`config.mk`:
```
export PLATFORM = sky130hd
export DESIGN_NAME = csi_raw_depacker
export DESIGN_NICKNAME = d
export VERILOG_FILES = /design/src/csi_raw_pkg.sv /design/src/csi_raw_depacker.sv /design/src/pixel_output_stage.sv /design/src/raw_byte_unpacker.sv /design/src/raw_format_decode.sv
export VERILOG_INCLUDE_DIRS = /design/src /design/src/src
export SDC_FILE = /design/constraint.sdc
export NUM_CORES = 1
export LEC_CHECK = 0
export BUFFER_PORTS_ARGS = -buffer_cell sky130_fd_sc_hd__clkbuf_2
export CORE_MARGIN = 10
export CORE_UTILIZATION = 31
export CTS_CLUSTER_SIZE = 12
export DETAILED_ROUTE_END_ITERATION = 10
export PLACE_DENSITY = 0.54
export SLEW_MARGIN = 20
export SYNTH_ARGS = -nofsm -noshare
export SYNTH_HDL_FRONTEND = slang
export SYNTH_HIERARCHICAL = 1
export SYNTH_SLANG_ARGS = --single-unit
```
`constraint.sdc`:
```
create_clock -name clk_i -period 9.9 [get_ports clk_i]
set_clock_uncertainty 0.1 [all_clocks]
set_input_delay 1.98 -clock clk_i [delete_from_list [all_inputs] [get_ports clk_i]]
set_output_delay 1.98 -clock clk_i [all_outputs]
set_load 0.03 [all_outputs]
```
`src/csi_raw_consts.svh`:
```
`ifndef CSI_RAW_CONSTS_SVH
`define CSI_RAW_CONSTS_SVH

// byte lanes on the receive side, one byte per lane per clock
`define CSI_LANES 4
`define CSI_LANE_BITS 8

// one input word carries a byte from every lane, lane 0 lowest
`define CSI_WORD_BITS (`CSI_LANES * `CSI_LANE_BITS)

`define CSI_PIXELS_PER_BEAT 8                   // pixels in every output beat

// bytes needed for one full beat of eight pixels
`define CSI_GROUP_BYTES_RAW10 10                // two units of five bytes
`define CSI_GROUP_BYTES_RAW12 12                // four units of three bytes

// holds up to a group minus one byte plus a freshly arrived word
`define CSI_BUFFER_BYTES 16

`endif
```
`src/csi_raw_pkg.sv`:
```
`default_nettype none

package csi_raw_pkg;

        // low three bits of the CSI-2 data type field
        typedef enum logic [2:0] {
                PKT_RAW10 = 3'd3,               // data type 0x2b
                PKT_RAW12 = 3'd4,               // data type 0x2c
                PKT_RAW14 = 3'd5                // data type 0x2d, not decoded here
        } csi_packet_type_e;

        // pixel format latched for the current line
        typedef enum logic [1:0] {
                FMT_NONE  = 2'd0,               // no line or an unsupported type
                FMT_RAW10 = 2'd1,
                FMT_RAW12 = 2'd2
        } raw_format_e;

endpackage

`default_nettype wire

```
`src/csi_raw_depacker.sv`:
```
`timescale 1ns/1ps
`default_nettype none

`include "csi_raw_consts.svh"

module csi_raw_depacker #(
        parameter int PIXEL_WIDTH = 16
) (
        input  logic                                          clk_i,
        input  logic                                          reset_i,
        input  logic                                          data_valid_i,
        input  logic [`CSI_WORD_BITS-1:0]                     data_i,
        input  logic [2:0]                                    packet_type_i,
        output logic                                          output_valid_o,
        output logic [`CSI_PIXELS_PER_BEAT*PIXEL_WIDTH-1:0]   output_o,
        output logic                                          raw_line_o
);
        import csi_raw_pkg::*;

        raw_format_e                                   line_format;
        logic                                          line_active;
        logic                                          group_ready;
        logic [`CSI_PIXELS_PER_BEAT*PIXEL_WIDTH-1:0]   group_pixels;

        raw_format_decode i_decode (
                .clk_i          (clk_i),
                .reset_i        (reset_i),
                .data_valid_i   (data_valid_i),
                .packet_type_i  (csi_packet_type_e'(packet_type_i)),    // raw code from the packet header
                .line_format_o  (line_format),
                .line_active_o  (line_active)
        );

        raw_byte_unpacker #(
                .PIXEL_WIDTH    (PIXEL_WIDTH)
        ) i_unpacker (
                .clk_i          (clk_i),
                .reset_i        (reset_i),
                .data_valid_i   (data_valid_i),
                .data_i         (data_i),
                .line_format_i  (line_format),
                .line_active_i  (line_active),
                .group_ready_o  (group_ready),
                .group_pixels_o (group_pixels)
        );

        pixel_output_stage #(
                .PIXEL_WIDTH    (PIXEL_WIDTH)
        ) i_output (
                .clk_i          (clk_i),
                .reset_i        (reset_i),
                .group_ready_i  (group_ready),
                .group_pixels_i (group_pixels),
                .line_active_i  (line_active),
                .line_format_i  (line_format),
                .output_valid_o (output_valid_o),
                .output_o       (output_o),
                .raw_line_o     (raw_line_o)
        );

endmodule

`default_nettype wire

```
`src/pixel_output_stage.sv`:
```
`timescale 1ns/1ps
`default_nettype none

`include "csi_raw_consts.svh"

module pixel_output_stage #(
        parameter int PIXEL_WIDTH = 16
) (
        input  logic                                          clk_i,
        input  logic                                          reset_i,
        input  logic                                          group_ready_i,
        input  logic [`CSI_PIXELS_PER_BEAT*PIXEL_WIDTH-1:0]   group_pixels_i,
        input  logic                                          line_active_i,
        input  csi_raw_pkg::raw_format_e                      line_format_i,
        output logic                                          output_valid_o,
        output logic [`CSI_PIXELS_PER_BEAT*PIXEL_WIDTH-1:0]   output_o,
        output logic                                          raw_line_o
);
        import csi_raw_pkg::*;

        logic line_supported;

        always_ff @(posedge clk_i)
        begin
                if (reset_i)
                begin
                        output_valid_o <= 1'b0;
                end
                else
                begin
                        output_valid_o <= group_ready_i;        // one pulse per ready group
                end
        end

        always_ff @(posedge clk_i)
        begin
                if (group_ready_i)
                begin
                        output_o <= group_pixels_i;     // beat holds until the next group
                end
        end

        assign line_supported = line_active_i && (line_format_i != FMT_NONE);

        // the unpacker flushes once line_active_i drops, so the beat in flight
        // at that point is the last one of the line
        assign raw_line_o = line_supported || output_valid_o;

endmodule

`default_nettype wire

```
`src/raw_byte_unpacker.sv`:
```
`timescale 1ns/1ps
`default_nettype none

`include "csi_raw_consts.svh"

module raw_byte_unpacker #(
        parameter int PIXEL_WIDTH = 16
) (
        input  logic                                          clk_i,
        input  logic                                          reset_i,
        input  logic                                          data_valid_i,
        input  logic [`CSI_WORD_BITS-1:0]                     data_i,
        input  csi_raw_pkg::raw_format_e                      line_format_i,
        input  logic                                          line_active_i,
        output logic                                          group_ready_o,
        output logic [`CSI_PIXELS_PER_BEAT*PIXEL_WIDTH-1:0]   group_pixels_o
);
        import csi_raw_pkg::*;

        localparam int BUF_BYTES = `CSI_BUFFER_BYTES;
        localparam int FILL_BITS = $clog2(BUF_BYTES + 1);
        localparam int BYTE_BITS = `CSI_LANE_BITS;

        // RAW10 packs four pixels in five bytes, RAW12 two pixels in three bytes
        localparam int RAW10_UNIT_BYTES  = 5;
        localparam int RAW10_UNIT_PIXELS = 4;
        localparam int RAW10_LSB_BITS    = 2;
        localparam int RAW12_UNIT_BYTES  = 3;
        localparam int RAW12_UNIT_PIXELS = 2;
        localparam int RAW12_LSB_BITS    = 4;

        logic [BYTE_BITS-1:0]   byte_q [BUF_BYTES];     // byte 0 is the oldest
        logic [BYTE_BITS-1:0]   byte_d [BUF_BYTES];
        logic [FILL_BITS-1:0]   fill_q;
        logic [FILL_BITS-1:0]   fill_d;
        logic [FILL_BITS-1:0]   group_bytes;
        logic [FILL_BITS-1:0]   drop_bytes;
        logic [FILL_BITS-1:0]   keep_bytes;
        logic                   supported;
        logic                   append;
        logic                   flush;
        logic [PIXEL_WIDTH-1:0] raw10_slot [`CSI_PIXELS_PER_BEAT];
        logic [PIXEL_WIDTH-1:0] raw12_slot [`CSI_PIXELS_PER_BEAT];

        always_comb
        begin
                case (line_format_i)
                FMT_RAW10: group_bytes = FILL_BITS'(`CSI_GROUP_BYTES_RAW10);
                FMT_RAW12: group_bytes = FILL_BITS'(`CSI_GROUP_BYTES_RAW12);
                default:   group_bytes = '0;
                endcase
        end

        assign supported     = (line_format_i != FMT_NONE);
        assign group_ready_o = supported && (fill_q >= group_bytes);

        // the first word lands before its format is registered, so it is always taken
        assign append = data_valid_i && (supported || !line_active_i);
        // leftovers go once the line ends, and an unsupported line keeps nothing
        assign flush  = !data_valid_i || (line_active_i && !supported);

        assign drop_bytes = group_ready_o ? group_bytes : '0;
        assign keep_bytes = fill_q - drop_bytes;

        always_comb
        begin
                for (int i = 0; i < BUF_BYTES; i++)
                begin
                        if (i + int'(drop_bytes) < BUF_BYTES)
                        begin
                                byte_d[i] = byte_q[i + int'(drop_bytes)];       // oldest group leaves
                        end
                        else
                        begin
                                byte_d[i] = '0;
                        end
                end
                for (int k = 0; k < `CSI_LANES; k++)
                begin
                        if (append && (int'(keep_bytes) + k < BUF_BYTES))
                        begin
                                byte_d[int'(keep_bytes) + k] = data_i[k*BYTE_BITS +: BYTE_BITS];
                        end
                end
                if (flush)
                begin
                        fill_d = '0;
                end
                else if (append)
                begin
                        fill_d = keep_bytes + FILL_BITS'(`CSI_LANES);
                end
                else
                begin
                        fill_d = keep_bytes;
                end
        end

        always_ff @(posedge clk_i)
        begin
                if (reset_i)
                begin
                        fill_q <= '0;
                end
                else
                begin
                        fill_q <= fill_d;
                end
        end

        always_ff @(posedge clk_i)
        begin
                byte_q <= byte_d;
        end

        // msbs come first in each unit, the packed lsb byte closes it
        always_comb
        begin
                for (int p = 0; p < `CSI_PIXELS_PER_BEAT; p++)
                begin
                        raw10_slot[p] = '0;
                        raw10_slot[p][PIXEL_WIDTH-1 -: BYTE_BITS] =
                                byte_q[RAW10_UNIT_BYTES*(p/RAW10_UNIT_PIXELS) + p%RAW10_UNIT_PIXELS];
                        raw10_slot[p][PIXEL_WIDTH-BYTE_BITS-1 -: RAW10_LSB_BITS] =
                                byte_q[RAW10_UNIT_BYTES*(p/RAW10_UNIT_PIXELS) + RAW10_UNIT_PIXELS]
                                        [RAW10_LSB_BITS*(p%RAW10_UNIT_PIXELS) +: RAW10_LSB_BITS];

                        raw12_slot[p] = '0;
                        raw12_slot[p][PIXEL_WIDTH-1 -: BYTE_BITS] =
                                byte_q[RAW12_UNIT_BYTES*(p/RAW12_UNIT_PIXELS) + p%RAW12_UNIT_PIXELS];
                        raw12_slot[p][PIXEL_WIDTH-BYTE_BITS-1 -: RAW12_LSB_BITS] =
                                byte_q[RAW12_UNIT_BYTES*(p/RAW12_UNIT_PIXELS) + RAW12_UNIT_PIXELS]
                                        [RAW12_LSB_BITS*(p%RAW12_UNIT_PIXELS) +: RAW12_LSB_BITS];

                        group_pixels_o[p*PIXEL_WIDTH +: PIXEL_WIDTH] =
                                (line_format_i == FMT_RAW12) ? raw12_slot[p] : raw10_slot[p];
                end
        end

endmodule

`default_nettype wire

```
`src/raw_format_decode.sv`:
```
`timescale 1ns/1ps
`default_nettype none

module raw_format_decode (
        input  logic                          clk_i,
        input  logic                          reset_i,
        input  logic                          data_valid_i,
        input  csi_raw_pkg::csi_packet_type_e packet_type_i,
        output csi_raw_pkg::raw_format_e      line_format_o,
        output logic                          line_active_o
);
        import csi_raw_pkg::*;

        logic        line_active_q;
        logic        line_start;
        raw_format_e type_format;
        raw_format_e line_format_q;

        // first word of a line is the rising edge of the valid level
        assign line_start = data_valid_i && !line_active_q;

        always_comb
        begin
                case (packet_type_i)
                PKT_RAW10: type_format = FMT_RAW10;
                PKT_RAW12: type_format = FMT_RAW12;
                default:   type_format = FMT_NONE;      // raw14 and anything else yields no pixels
                endcase
        end

        always_ff @(posedge clk_i)
        begin
                if (reset_i)
                begin
                        line_active_q <= 1'b0;
                        line_format_q <= FMT_NONE;
                end
                else
                begin
                        line_active_q <= data_valid_i;  // stays high one cycle past the last word
                        if (line_start)
                        begin
                                line_format_q <= type_format;   // held until the next line starts
                        end
                end
        end

        assign line_active_o = line_active_q;
        assign line_format_o = line_format_q;

endmodule

`default_nettype wire

```
==> metrics, run 1 <==
ratio of cells with drive above 1 in the final layout=26.0%; Hold Slack=428 ps; Initial Util=31.5%; Required @ worst endpoint=10210 ps; die width=246 µm; Tot GR Track Use=19.8%; CTS tree=built; max_cap viols=0; synthesized area per cell=10.4 µm²; Compound-Gate Fraction of Synth Area=20.1%; CTS H-tree depth=2; Total Power=4.02 mW; number of synthesized flops with an enable pin=128; Seq/Total Area, Yosys=41.4%; Slew HR=21.4%; WL final=62.6 mm; num ports=168; met2 Use GR=30.5%; Max VDD drop=0.0970 mV; Slew Viols, Final=0; port buffer count=167; number of synthesis warnings=6; critical path startpoint category=flop; top cell type's share of synthesized area=24.2%; Iteration-0 DRC Markers=1770; post-synthesis mux area share=18.9%; Crit path largest cell delay=840 ps; WL per Instance=27.4 µm; Layout Nets=1649; first-pass GRT wire length=91.3 mm; Design Area, Final=18000 µm²; post-synthesis simple-gate area fraction=10.5%; Tcrit/Tclk final=73.8%; post-layout util=35.8%; Crit. End Element=flop; largest family of logic cells by synthesized area=compound AO/OA/AOI/OAI gates; Via Count=13800; Num CTS Buffers=34; Main synth FF type=dfxtp_1; antenna cell count=0; largest net degree at the start of global routing=125; cell taking the most area after synthesis=edfxtp_1; Place WS=2860 ps; Adder-Cell Fraction of Synth Area=1.55%; Hold-fix buffers, CTS=0; Post-route DRC=0; RSZ-0062 raised after global routing=no; met3 usage=4.83%; worst-skew pair later-pin latency=530 ps; final worst slack=2590 ps; placed cells=2228; critical path class=reg -> reg; #FFs+latches synth=264; Final setup violation count=0; Detailed Place HPWL=41.6 mm; iteration count of the initial detailed-routing pass=5; RePlAce Congestion=0.926; Worst path slowest cell=nand3_1; grt ovf=0; num rows=82; worst-margin pin slew=1180 ps; core area=50400 µm²; Post-synth ARST share=0%; most used routing layer=met2; CTS clk-pin slew, worst paths=60 ps; worst-path fanout max=34; Root Buffer=clkbuf_16; Placed Area=17000 µm²; number of global-route vias before repair=13300; most used cell along the critical path=ha_1; synth unique cells=78; worst path cell trace=inv_1 > ha_1 > buf_4 > clkinv_1 > ha_1 > nand2_1 > o21ai_4 > nand2_1 > ha_1 > and3b_4 > o21a_1 > nor2_1 > ha_1 > nand4_1 > nor2b_1 > buf_4 > a21oi_1 > nand3_1 > o21ai_0; Power Density=223 nW/µm²; post-CTS setup buffer count=0; P_leak=6.45 nW; Chip Height=246 µm; final-report hold violation count=0; fin crit period=7310 ps; highest clock rate=137 MHz; outcome=finished, final reports clean; Worst Path Arrival=7620 ps; Filler cells=5036; die area=60600 µm²; top cells by area, synth=edfxtp_1 (24%), dfxtp_1 (17%), mux4_2 (9.1%); post-layout instance count excluding filler cells=2289; post-DR vias/cell=6.02; Cells after Synth=1526; Clock Sinks=264; Setup TNS Final=0 ps; Mapped Area=15900 µm²; antenna violations before repair=3; Synth Area in XOR/XNOR=0.481%; Gates resized, CTS repair=0; HP Class=reg -> reg; Antenna Violating Nets Remaining=0; met1 usage=26.0%; P&R area growth vs syn=13.6%; CTS max path bufs=3
-- cell type report --
class	count	area (µm²)	area share (%)
clock buffer	45	943	5.24
clock inverter	16	115	0.639
inverter	20	82.6	0.458
multi-input combinational	1072	8370	46.5
sequential	264	6570	36.4
tap	672	841	4.67
timing repair buffer	200	1100	6.08
-- power by group --
| group | leakage, nW | internal [mW] | switching (mW) |
|---|---|---|---|
| sequential | 2.31 | 1.42 | 0.434 |
| combinational | 3.62 | 0.502 | 0.465 |
| clock | 0.522 | 0.699 | 0.496 |
-- cell families (layout without fill, tap and decap cells) --
logic type / Yosys count / in the layout
mux: 210 / 210
flops: 264 / 264
xor+xnor: 7 / 7
fa+ha+maj: 19 / 19
simple gates: 327 / 327
other cells: 1 / 32
compound gates: 477 / 477
buf+inv: 221 / 281
-- cells in the mapped netlist (9+ instances only) --
master / count
a22oi_1: 92
nand2_1: 86
nand2b_1: 13
a32oi_1: 28
a211o_1: 10
edfxtp_1: 128
nand3_1: 47
o22a_1: 9
clkbuf_1: 78
buf_2: 23
o311ai_0: 9
inv_1: 16
o221ai_1: 12
and2_1: 22
o21ai_0: 100
o22ai_1: 29
a31oi_1: 26
nor2b_1: 18
mux2_2: 72
ha_1: 18
dfxtp_1: 136
nor2_1: 81
a2bb2oi_1: 12
buf_4: 58
and3_1: 13
o21ai_1: 29
nand4_1: 10
a21oi_1: 67
mux4_2: 64
mux2i_1: 74
buf_1: 35
-- registers in the layout (all words and copies together) (netlist names) --
signal                   cells
i_output/output_o          128
i_decode/line_format_o       2
i_unpacker/fill_q            4
i_output/output_valid_o      1
i_decode/line_active_o       1
i_unpacker/byte_q          128
-- cell usage in the layout, fill, tap and decap left out, types with 15 or more instances in the layout --
master     Yosys  final
o21ai_0      100    100
buf_4         58     32
a21oi_1       67     65
o21ai_1       29     29
nor2_1        81     80
edfxtp_1     128    128
and2_1        22     22
a32oi_1       28     28
a22oi_1       92     92
mux2_2        72     72
mux2i_1       74     74
nand2_1       86     86
inv_1         16     15
ha_1          18     16
mux4_2        64     64
a31oi_1       26     26
clkbuf_2       1    167
nor2b_1       18     16
conb_1         1     32
nand3_1       47     46
clkbuf_16      0     35
o22ai_1       29     29
dfxtp_1      136    136
-- per-layer routing --
metal,up-vias,share of wire [%]
li1,5968,-
met1,6723,40
met2,913,45
met3,183,11
met4,4,4.4
met5,-,0.034
-- worst max-delay path, delay by kind of cell (launching register included) --
family                   cells  cell delay (ps)
AO/OA/AOI/OAI                4             1710
adder cells (fa/ha/maj)      4             1550
buffers and inverters        4             1040
flip-flops                   1              380
AND/OR/NAND/NOR              7             2380
-- path summary, 6_finish.rpt --
path | start | end | slack [ps] | depth (start not counted)
worst max-delay path | i_decode/line_format_o[0] | i_unpacker/byte_q[14] | 2590 | 19
worst max register to register | i_decode/line_format_o[0] | i_unpacker/byte_q[14] | 2590 | 19
worst min register to register | i_decode/line_format_o[0] | i_decode/line_format_o[0] | 430 | 2
worst min-delay path | i_decode/line_format_o[0] | i_decode/line_format_o[0] | 430 | 2
No activity file was read; power rests on OpenSTA's default activity.
==> run 2: changes to the inputs <==
==> constraint.sdc (replaced) <==
create_clock -name clk_i -period 7 [get_ports clk_i]
set_clock_uncertainty 0.1 [all_clocks]
set_input_delay 1.4 -clock clk_i [delete_from_list [all_inputs] [get_ports clk_i]]
set_output_delay 1.4 -clock clk_i [all_outputs]
set_load 0.03 [all_outputs]
==> metrics, run 2 (same netlist as run 1, synthesis figures left out) <==
outcome=finished, final reports clean (unchanged); Power Density=311 nW/µm² (was 223 nW/µm²); CTS tree=built (unchanged); Detailed Place HPWL=42.7 mm (was 41.6 mm); num rows=82 (unchanged); P_leak=6.61 nW (was 6.45 nW); Reg-to-Reg Start=i_decode/line_format_o[0] (unchanged); worst-skew pair later-pin latency=520 ps (was 530 ps); Slew Viols, Final=0 (unchanged); Worst path slowest cell=a2111o_1 (was nand3_1); CTS H-tree depth=2 (unchanged); WL per Instance=26.7 µm (was 27.4 µm); Max VDD drop=0.127 mV (was 0.0970 mV); Clock Sinks=264 (unchanged); die area=60600 µm² (unchanged); Antenna Violating Nets Remaining=0 (unchanged); critical path class=reg -> reg (unchanged); post-DR vias/cell=5.98 (was 6.02); Final setup violation count=0 (unchanged); die width=246 µm (unchanged); antenna violations before repair=7 (was 3); Worst R2R Path Depth=17 (was 19); Critical Path Source=i_decode/line_format_o[0] (unchanged); Crit path max-delay family=compound AO/OA/AOI/OAI gates (was simple AND/OR/NAND/NOR gates); Regs by FF count=i_output/output_o (128), i_unpacker/byte_q (128), i_unpacker/fill_q (4) (unchanged); Hold-fix buffers, CTS=0 (unchanged); antenna cell count=0 (unchanged); first-pass GRT wire length=90.3 mm (was 91.3 mm); CP Buf/Inv Count=3 (was 4); post-CTS setup buffer count=0 (unchanged); Crit. End Element=flop (unchanged); instance count on the critical path=17 (was 19); post-layout instance count excluding filler cells=2322 (was 2289); critical path startpoint category=flop (unchanged); Gates resized, CTS repair=0 (unchanged); CP endpoint=i_unpacker/byte_q[35] (was i_unpacker/byte_q[14]); Design Area, Final=18300 µm² (was 18000 µm²); Tot GR Track Use=19.6% (was 19.8%); Iteration-0 DRC Markers=1751 (was 1770); iteration count of the initial detailed-routing pass=8 (was 5); HP Class=reg -> reg (unchanged); most frequent cells in the layout=clkbuf_2 (167), dfxtp_1 (136), edfxtp_1 (128), o21ai_0 (100), a22oi_1 (92) (unchanged); port buffer count=167 (unchanged); Crit path largest cell delay=790 ps (was 840 ps); Layout Nets=1682 (was 1649); largest net degree at the start of global routing=72 (was 125); number of global-route vias before repair=13400 (was 13300); CTS max path bufs=3 (unchanged); grt ovf=0 (unchanged); reg2reg end=i_unpacker/byte_q[35] (was i_unpacker/byte_q[14]); ratio of cells with drive above 1 in the final layout=27.0% (was 26.0%); Initial Util=31.5% (unchanged); final-report hold violation count=0 (unchanged); placed cells=2261 (was 2228); P&R area growth vs syn=15.2% (was 13.6%); Hold Slack=420 ps (was 428 ps); worst path cell trace=inv_1 > ha_1 > clkinv_1 > ha_1 > a211oi_2 > o21ai_4 > nand2_4 > inv_4 > ha_1 > and3b_4 > o21a_1 > nor2_1 > ha_1 > nor2b_1 > and3_1 > a2111o_1 > o21ai_0 (was inv_1 > ha_1 > buf_4 > clkinv_1 > ha_1 > nand2_1 > o21ai_4 > nand2_1 > ha_1 > and3b_4 > o21a_1 > nor2_1 > ha_1 > nand4_1 > nor2b_1 > buf_4 > a21oi_1 > nand3_1 > o21ai_0); num ports=168 (unchanged); Worst Path Arrival=5520 ps (was 7620 ps); Required @ worst endpoint=7260 ps (was 10210 ps); max_cap viols=0 (unchanged); Slew HR=24.2% (was 21.4%); r2r setup slk=1740 ps (was 2590 ps); Tcrit/Tclk final=75.2% (was 73.8%); commonest non-fill, non-tap cell in the layout=clkbuf_2 (unchanged); WL final=62.1 mm (was 62.6 mm); CTS clk-pin slew, worst paths=60 ps (about the same); most used cell along the critical path=ha_1 (unchanged); RSZ-0062 raised after global routing=no (unchanged); Placed Area=17200 µm² (was 17000 µm²); Root Buffer=clkbuf_16 (unchanged); Setup TNS Final=0 ps (unchanged); Chip Height=246 µm (unchanged); core area=50400 µm² (unchanged); worst-margin pin slew=1140 ps (was 1180 ps); RePlAce Congestion=0.921 (was 0.926); Via Count=13900 (was 13800); Post-route DRC=0 (unchanged); Num CTS Buffers=34 (unchanged); worst-path fanout max=16 (was 34); fin crit period=5260 ps (was 7310 ps); highest clock rate=190 MHz (was 137 MHz)
-- run 2: cell count changes in the layout (fill, tap and decap cells not counted), sizes merged --
cell	change
bufinv	+1
clkinv	+1
buf	+33
clkbuf	-2
-- run 2: power breakdown --
| group | switching, mW | total [mW] | internal (mW) |
|---|---|---|---|
| registers | 0.592 | 2.60 | 2.01 |
| clock network | 0.694 | 1.70 | 1.00 |
| logic | 0.674 | 1.39 | 0.718 |
| total | 1.96 | 5.69 | 3.73 |
-- run 2: through the flow --
stage / total power, mW / setup WS [ps] / utilization (%)
6_report: 5.69 / 1740 / 36.3
5_1_grt: 5.94 / 1510 / 36.3
4_1_cts: 5.68 / 1910 / 36.3
3_5_place_dp: 3.96 / 1910 / 34.2
3_3_place_gp: 3.94 / 1900 / 34.1
2_1_floorplan: 3.43 / 106 / -
-- run 2: worst reg2reg max path: cells and delay by family, from the launching register on --
kind	cells	cell delay (ps)
flip-flops	1	380
buffers and inverters	3	450
AO/OA/AOI/OAI	5	1830
AND/OR/NAND/NOR	5	1060
adder cells (fa/ha/maj)	4	1290
-- run 2: per-layer routing --
layer,track usage [%],wire [µm],up-vias
met2,31.1,28100,931
li1,-,-,6040
met4,7.33,2370,12
met3,4.76,6800,174
met5,0,81,-
met1,25.4,24800,6739
-- run 2: worst min-delay path by stage --
stage,startpoint,end,slack [ps],cells past startpoint
2_1_floorplan,i_decode/line_format_o[1],i_decode/line_format_o[1],380,2
3_3_place_gp,i_decode/line_format_o[0],i_decode/line_format_o[0],410,2
3_5_place_dp,i_decode/line_format_o[0],i_decode/line_format_o[0],410,2
4_1_cts,i_decode/line_format_o[0],i_decode/line_format_o[0],420,2
5_1_grt,i_decode/line_format_o[0],i_decode/line_format_o[0],460,2
6_report,i_decode/line_format_o[0],i_decode/line_format_o[0],420,2
-- run 2: layout make-up --
type | instances | area [µm²]
clock buffer | 43 | 916
clock inverter | 18 | 144
fill | 5019 | 32100
inverter | 20 | 82.6
multi-input combinational | 1072 | 8340
sequential | 264 | 6570
tap | 672 | 841
timing repair buffer | 233 | 1370
==> run 3: changes to the inputs <==
--- a/config.mk
+++ b/config.mk
@@ -11,7 +11,7 @@
 export CORE_UTILIZATION = 31
 export CTS_CLUSTER_SIZE = 12
 export DETAILED_ROUTE_END_ITERATION = 10
-export PLACE_DENSITY = 0.54
+export PLACE_DENSITY = 0.56
 export SLEW_MARGIN = 20
 export SYNTH_ARGS = -nofsm -noshare
 export SYNTH_HDL_FRONTEND = slang
==> constraint.sdc (replaced) <==
create_clock -name clk_i -period 4.5 [get_ports clk_i]
set_clock_uncertainty 0.1 [all_clocks]
set_input_delay 0.9 -clock clk_i [delete_from_list [all_inputs] [get_ports clk_i]]
set_output_delay 0.9 -clock clk_i [all_outputs]
set_load 0.03 [all_outputs]
==> metrics, run 3 (same netlist as run 1, synthesis figures left out) <==
worst path cell trace=inv_2 > ha_2 > clkinv_8 > ha_4 > nand2_4 > o21ai_4 > nand2_4 > inv_4 > ha_4 > inv_2 > fa_2 > xor2_2 > nand2_4 > nor2_1 > ha_1 > nand4_1 > nor2b_1 > buf_6 > a21oi_1 > nand3_1 > buf_4 > o21ai_0 (was inv_1 > ha_1 > clkinv_1 > ha_1 > a211oi_2 > o21ai_4 > nand2_4 > inv_4 > ha_1 > and3b_4 > o21a_1 > nor2_1 > ha_1 > nor2b_1 > and3_1 > a2111o_1 > o21ai_0); WL per Instance=26.6 µm (was 26.7 µm); Num CTS Buffers=31 (was 34); NetSw=3.01 mW (was 1.96 mW); Hold Path Cell Cnt=2 (unchanged); CTS clk-pin slew, worst paths=60 ps (about the same); Max VDD drop=0.269 mV (was 0.127 mV); P&R area growth vs syn=15.6% (was 15.2%); combined area of the multi-input logic cells=8440 µm² (was 8340 µm²); max_cap viols=0 (unchanged); Slew HR=23.8% (was 24.2%); HP Class=reg -> reg (unchanged); internal power=5.68 mW (was 3.73 mW); commonest non-fill, non-tap cell in the layout=clkbuf_2 (unchanged); antenna violations before repair=6 (was 7); most used cell along the critical path=nand2_4 (was ha_1); instance count on the critical path=22 (was 17); combinational share of power=25.0% (was 24.5%); Worst R2R Path Depth=22 (was 17); RePlAce Congestion=0.922 (was 0.921); fin crit period=4320 ps (was 5260 ps); Worst path slowest cell=fa_2 (was a2111o_1); Clock Power Share=28.7% (was 29.8%); Total Power=8.69 mW (was 5.69 mW); critical path startpoint category=flop (unchanged); Regs by FF count=i_output/output_o (128), i_unpacker/byte_q (128), i_unpacker/fill_q (4) (unchanged); first-pass GRT wire length=90.8 mm (was 90.3 mm); Slew Viols, Final=0 (unchanged); RSZ-0062 raised after global routing=yes (was no); CTS max path bufs=3 (unchanged); P_leak=6.61 nW (about the same); Post-route DRC=0 (unchanged); Tcrit/Tclk final=96.0% (was 75.2%); Iteration-0 DRC Markers=1671 (was 1751); worst-skew pair later-pin latency=590 ps (was 520 ps); ratio of cells with drive above 1 in the final layout=28.1% (was 27.0%); core area=50400 µm² (unchanged); Filler cells=4962 (was 5019); Chip Height=246 µm (unchanged); critical path class=reg -> reg (unchanged); Crit path largest cell delay=440 ps (was 790 ps); highest clock rate=231 MHz (was 190 MHz); Tot GR Track Use=19.5% (was 19.6%); worst-margin pin slew=1140 ps (about the same); Antenna Violating Nets Remaining=0 (unchanged); Root Buffer=clkbuf_16 (unchanged); Crit. End Element=flop (unchanged); die area=60600 µm² (unchanged); final worst slack=180 ps (was 1740 ps); final-report hold violation count=0 (unchanged); Detailed Place HPWL=41.5 mm (was 42.7 mm); number of global-route vias before repair=13800 (was 13400); Power Density=474 nW/µm² (was 311 nW/µm²); grt ovf=0 (unchanged); die width=246 µm (unchanged); CP Buf/Inv Count=6 (was 3); outcome=finished, final reports clean (unchanged); Seq pwr share=46.4% (was 45.7%); Layout Nets=1677 (was 1682); Via Count=14000 (was 13900); Final setup violation count=0 (unchanged); Crit path max-delay family=adder cells (was compound AO/OA/AOI/OAI gates); FF/Latch Area=6570 µm² (about the same); CTS tree=built (unchanged); post-DR vias/cell=6.03 (was 5.98); Sw Ratio=34.7% (was 34.5%); Place WS=12.7 ps (was 1910 ps); worst-path fanout max=17 (was 16); Initial Util=31.5% (unchanged); Required @ worst endpoint=4860 ps (was 7260 ps); CTS H-tree depth=1 (was 2); Clock Sinks=264 (unchanged); iteration count of the initial detailed-routing pass=6 (was 8); most frequent cells in the layout=clkbuf_2 (167), dfxtp_1 (134), edfxtp_1 (128), a22oi_1 (92) (was clkbuf_2 (167), dfxtp_1 (136), edfxtp_1 (128), o21ai_0 (100), a22oi_1 (92)); Worst Path Arrival=4690 ps (was 5520 ps); num rows=82 (unchanged); num ports=168 (unchanged); largest net degree at the start of global routing=86 (was 72); port buffer count=167 (unchanged); antenna cell count=0 (unchanged); WL final=61.7 mm (was 62.1 mm)
run 3: path summary, 6_finish.rpt:
| path | end | startpoint | slack [ps] |
|---|---|---|---|
| hold / removal | i_decode/line_format_o[0] | i_decode/line_format_o[0] | 400 |
| setup / recovery | i_unpacker/byte_q[12] | i_decode/line_format_o[1] | 180 |
| hold reg to reg | i_decode/line_format_o[0] | i_decode/line_format_o[0] | 400 |
| setup reg to reg | i_unpacker/byte_q[12] | i_decode/line_format_o[1] | 180 |
run 3: layout make-up:
class	instances	share of cell area (%)
Tap cell	672	4.59
Clock inverter	18	0.826
Inverter	20	0.546
Sequential cell	264	35.9
Timing Repair Buffer	231	7.56
Clock buffer	40	4.58
Multi-Input combinational cell	1072	46.0
run 3: per-stage QoR:
stage	utilization (%)	hold WS, ps	instances	instance area (µm²)	TNS [ps]
after floorplan	-	372	1557	16200	-177
after global placement	34.4	398	2258	17300	0
after detailed placement	34.4	396	2258	17300	0
after CTS	36.3	404	2316	18300	0
after global routing	36.4	432	2317	18300	-99.1
final	36.4	400	2317	18300	0
run 3: routing by layer:
layer	GRT usage, %	up-vias	wire length (µm)	part of all wire, %
li1	-	6023	-	-
met1	25.2	6772	24100	39
met2	30.5	971	27600	45
met3	4.45	207	7030	11
met4	9.31	10	2950	4.8
met5	0	-	69	0.11
run 3: power groups by stage:
stage | combinational [mW] | clock (mW) | sequential (mW)
6_report | 2.17 | 2.49 | 4.03
5_1_grt | 2.38 | 2.65 | 4.07
4_1_cts | 2.14 | 2.56 | 3.98
3_5_place_dp | 2.12 | 0 | 4.02
3_3_place_gp | 2.10 | 0 | 4.02
2_1_floorplan | 1.70 | 0 | 3.66
run 3: tightest hold or removal path: cells and delay by family (launching register included):
kind / cells / cell delay (ps)
multiplexers: 1 / 60
AND/OR/NAND/NOR: 1 / 70
flip-flops: 1 / 340
run 3: timing repair:
action	4_1_cts	5_1_grt
setup buffers	0	1
hold buffers	0	0
endpoints found under the setup margin	4	23
pin swaps	0	1
gates resized for setup	1	5
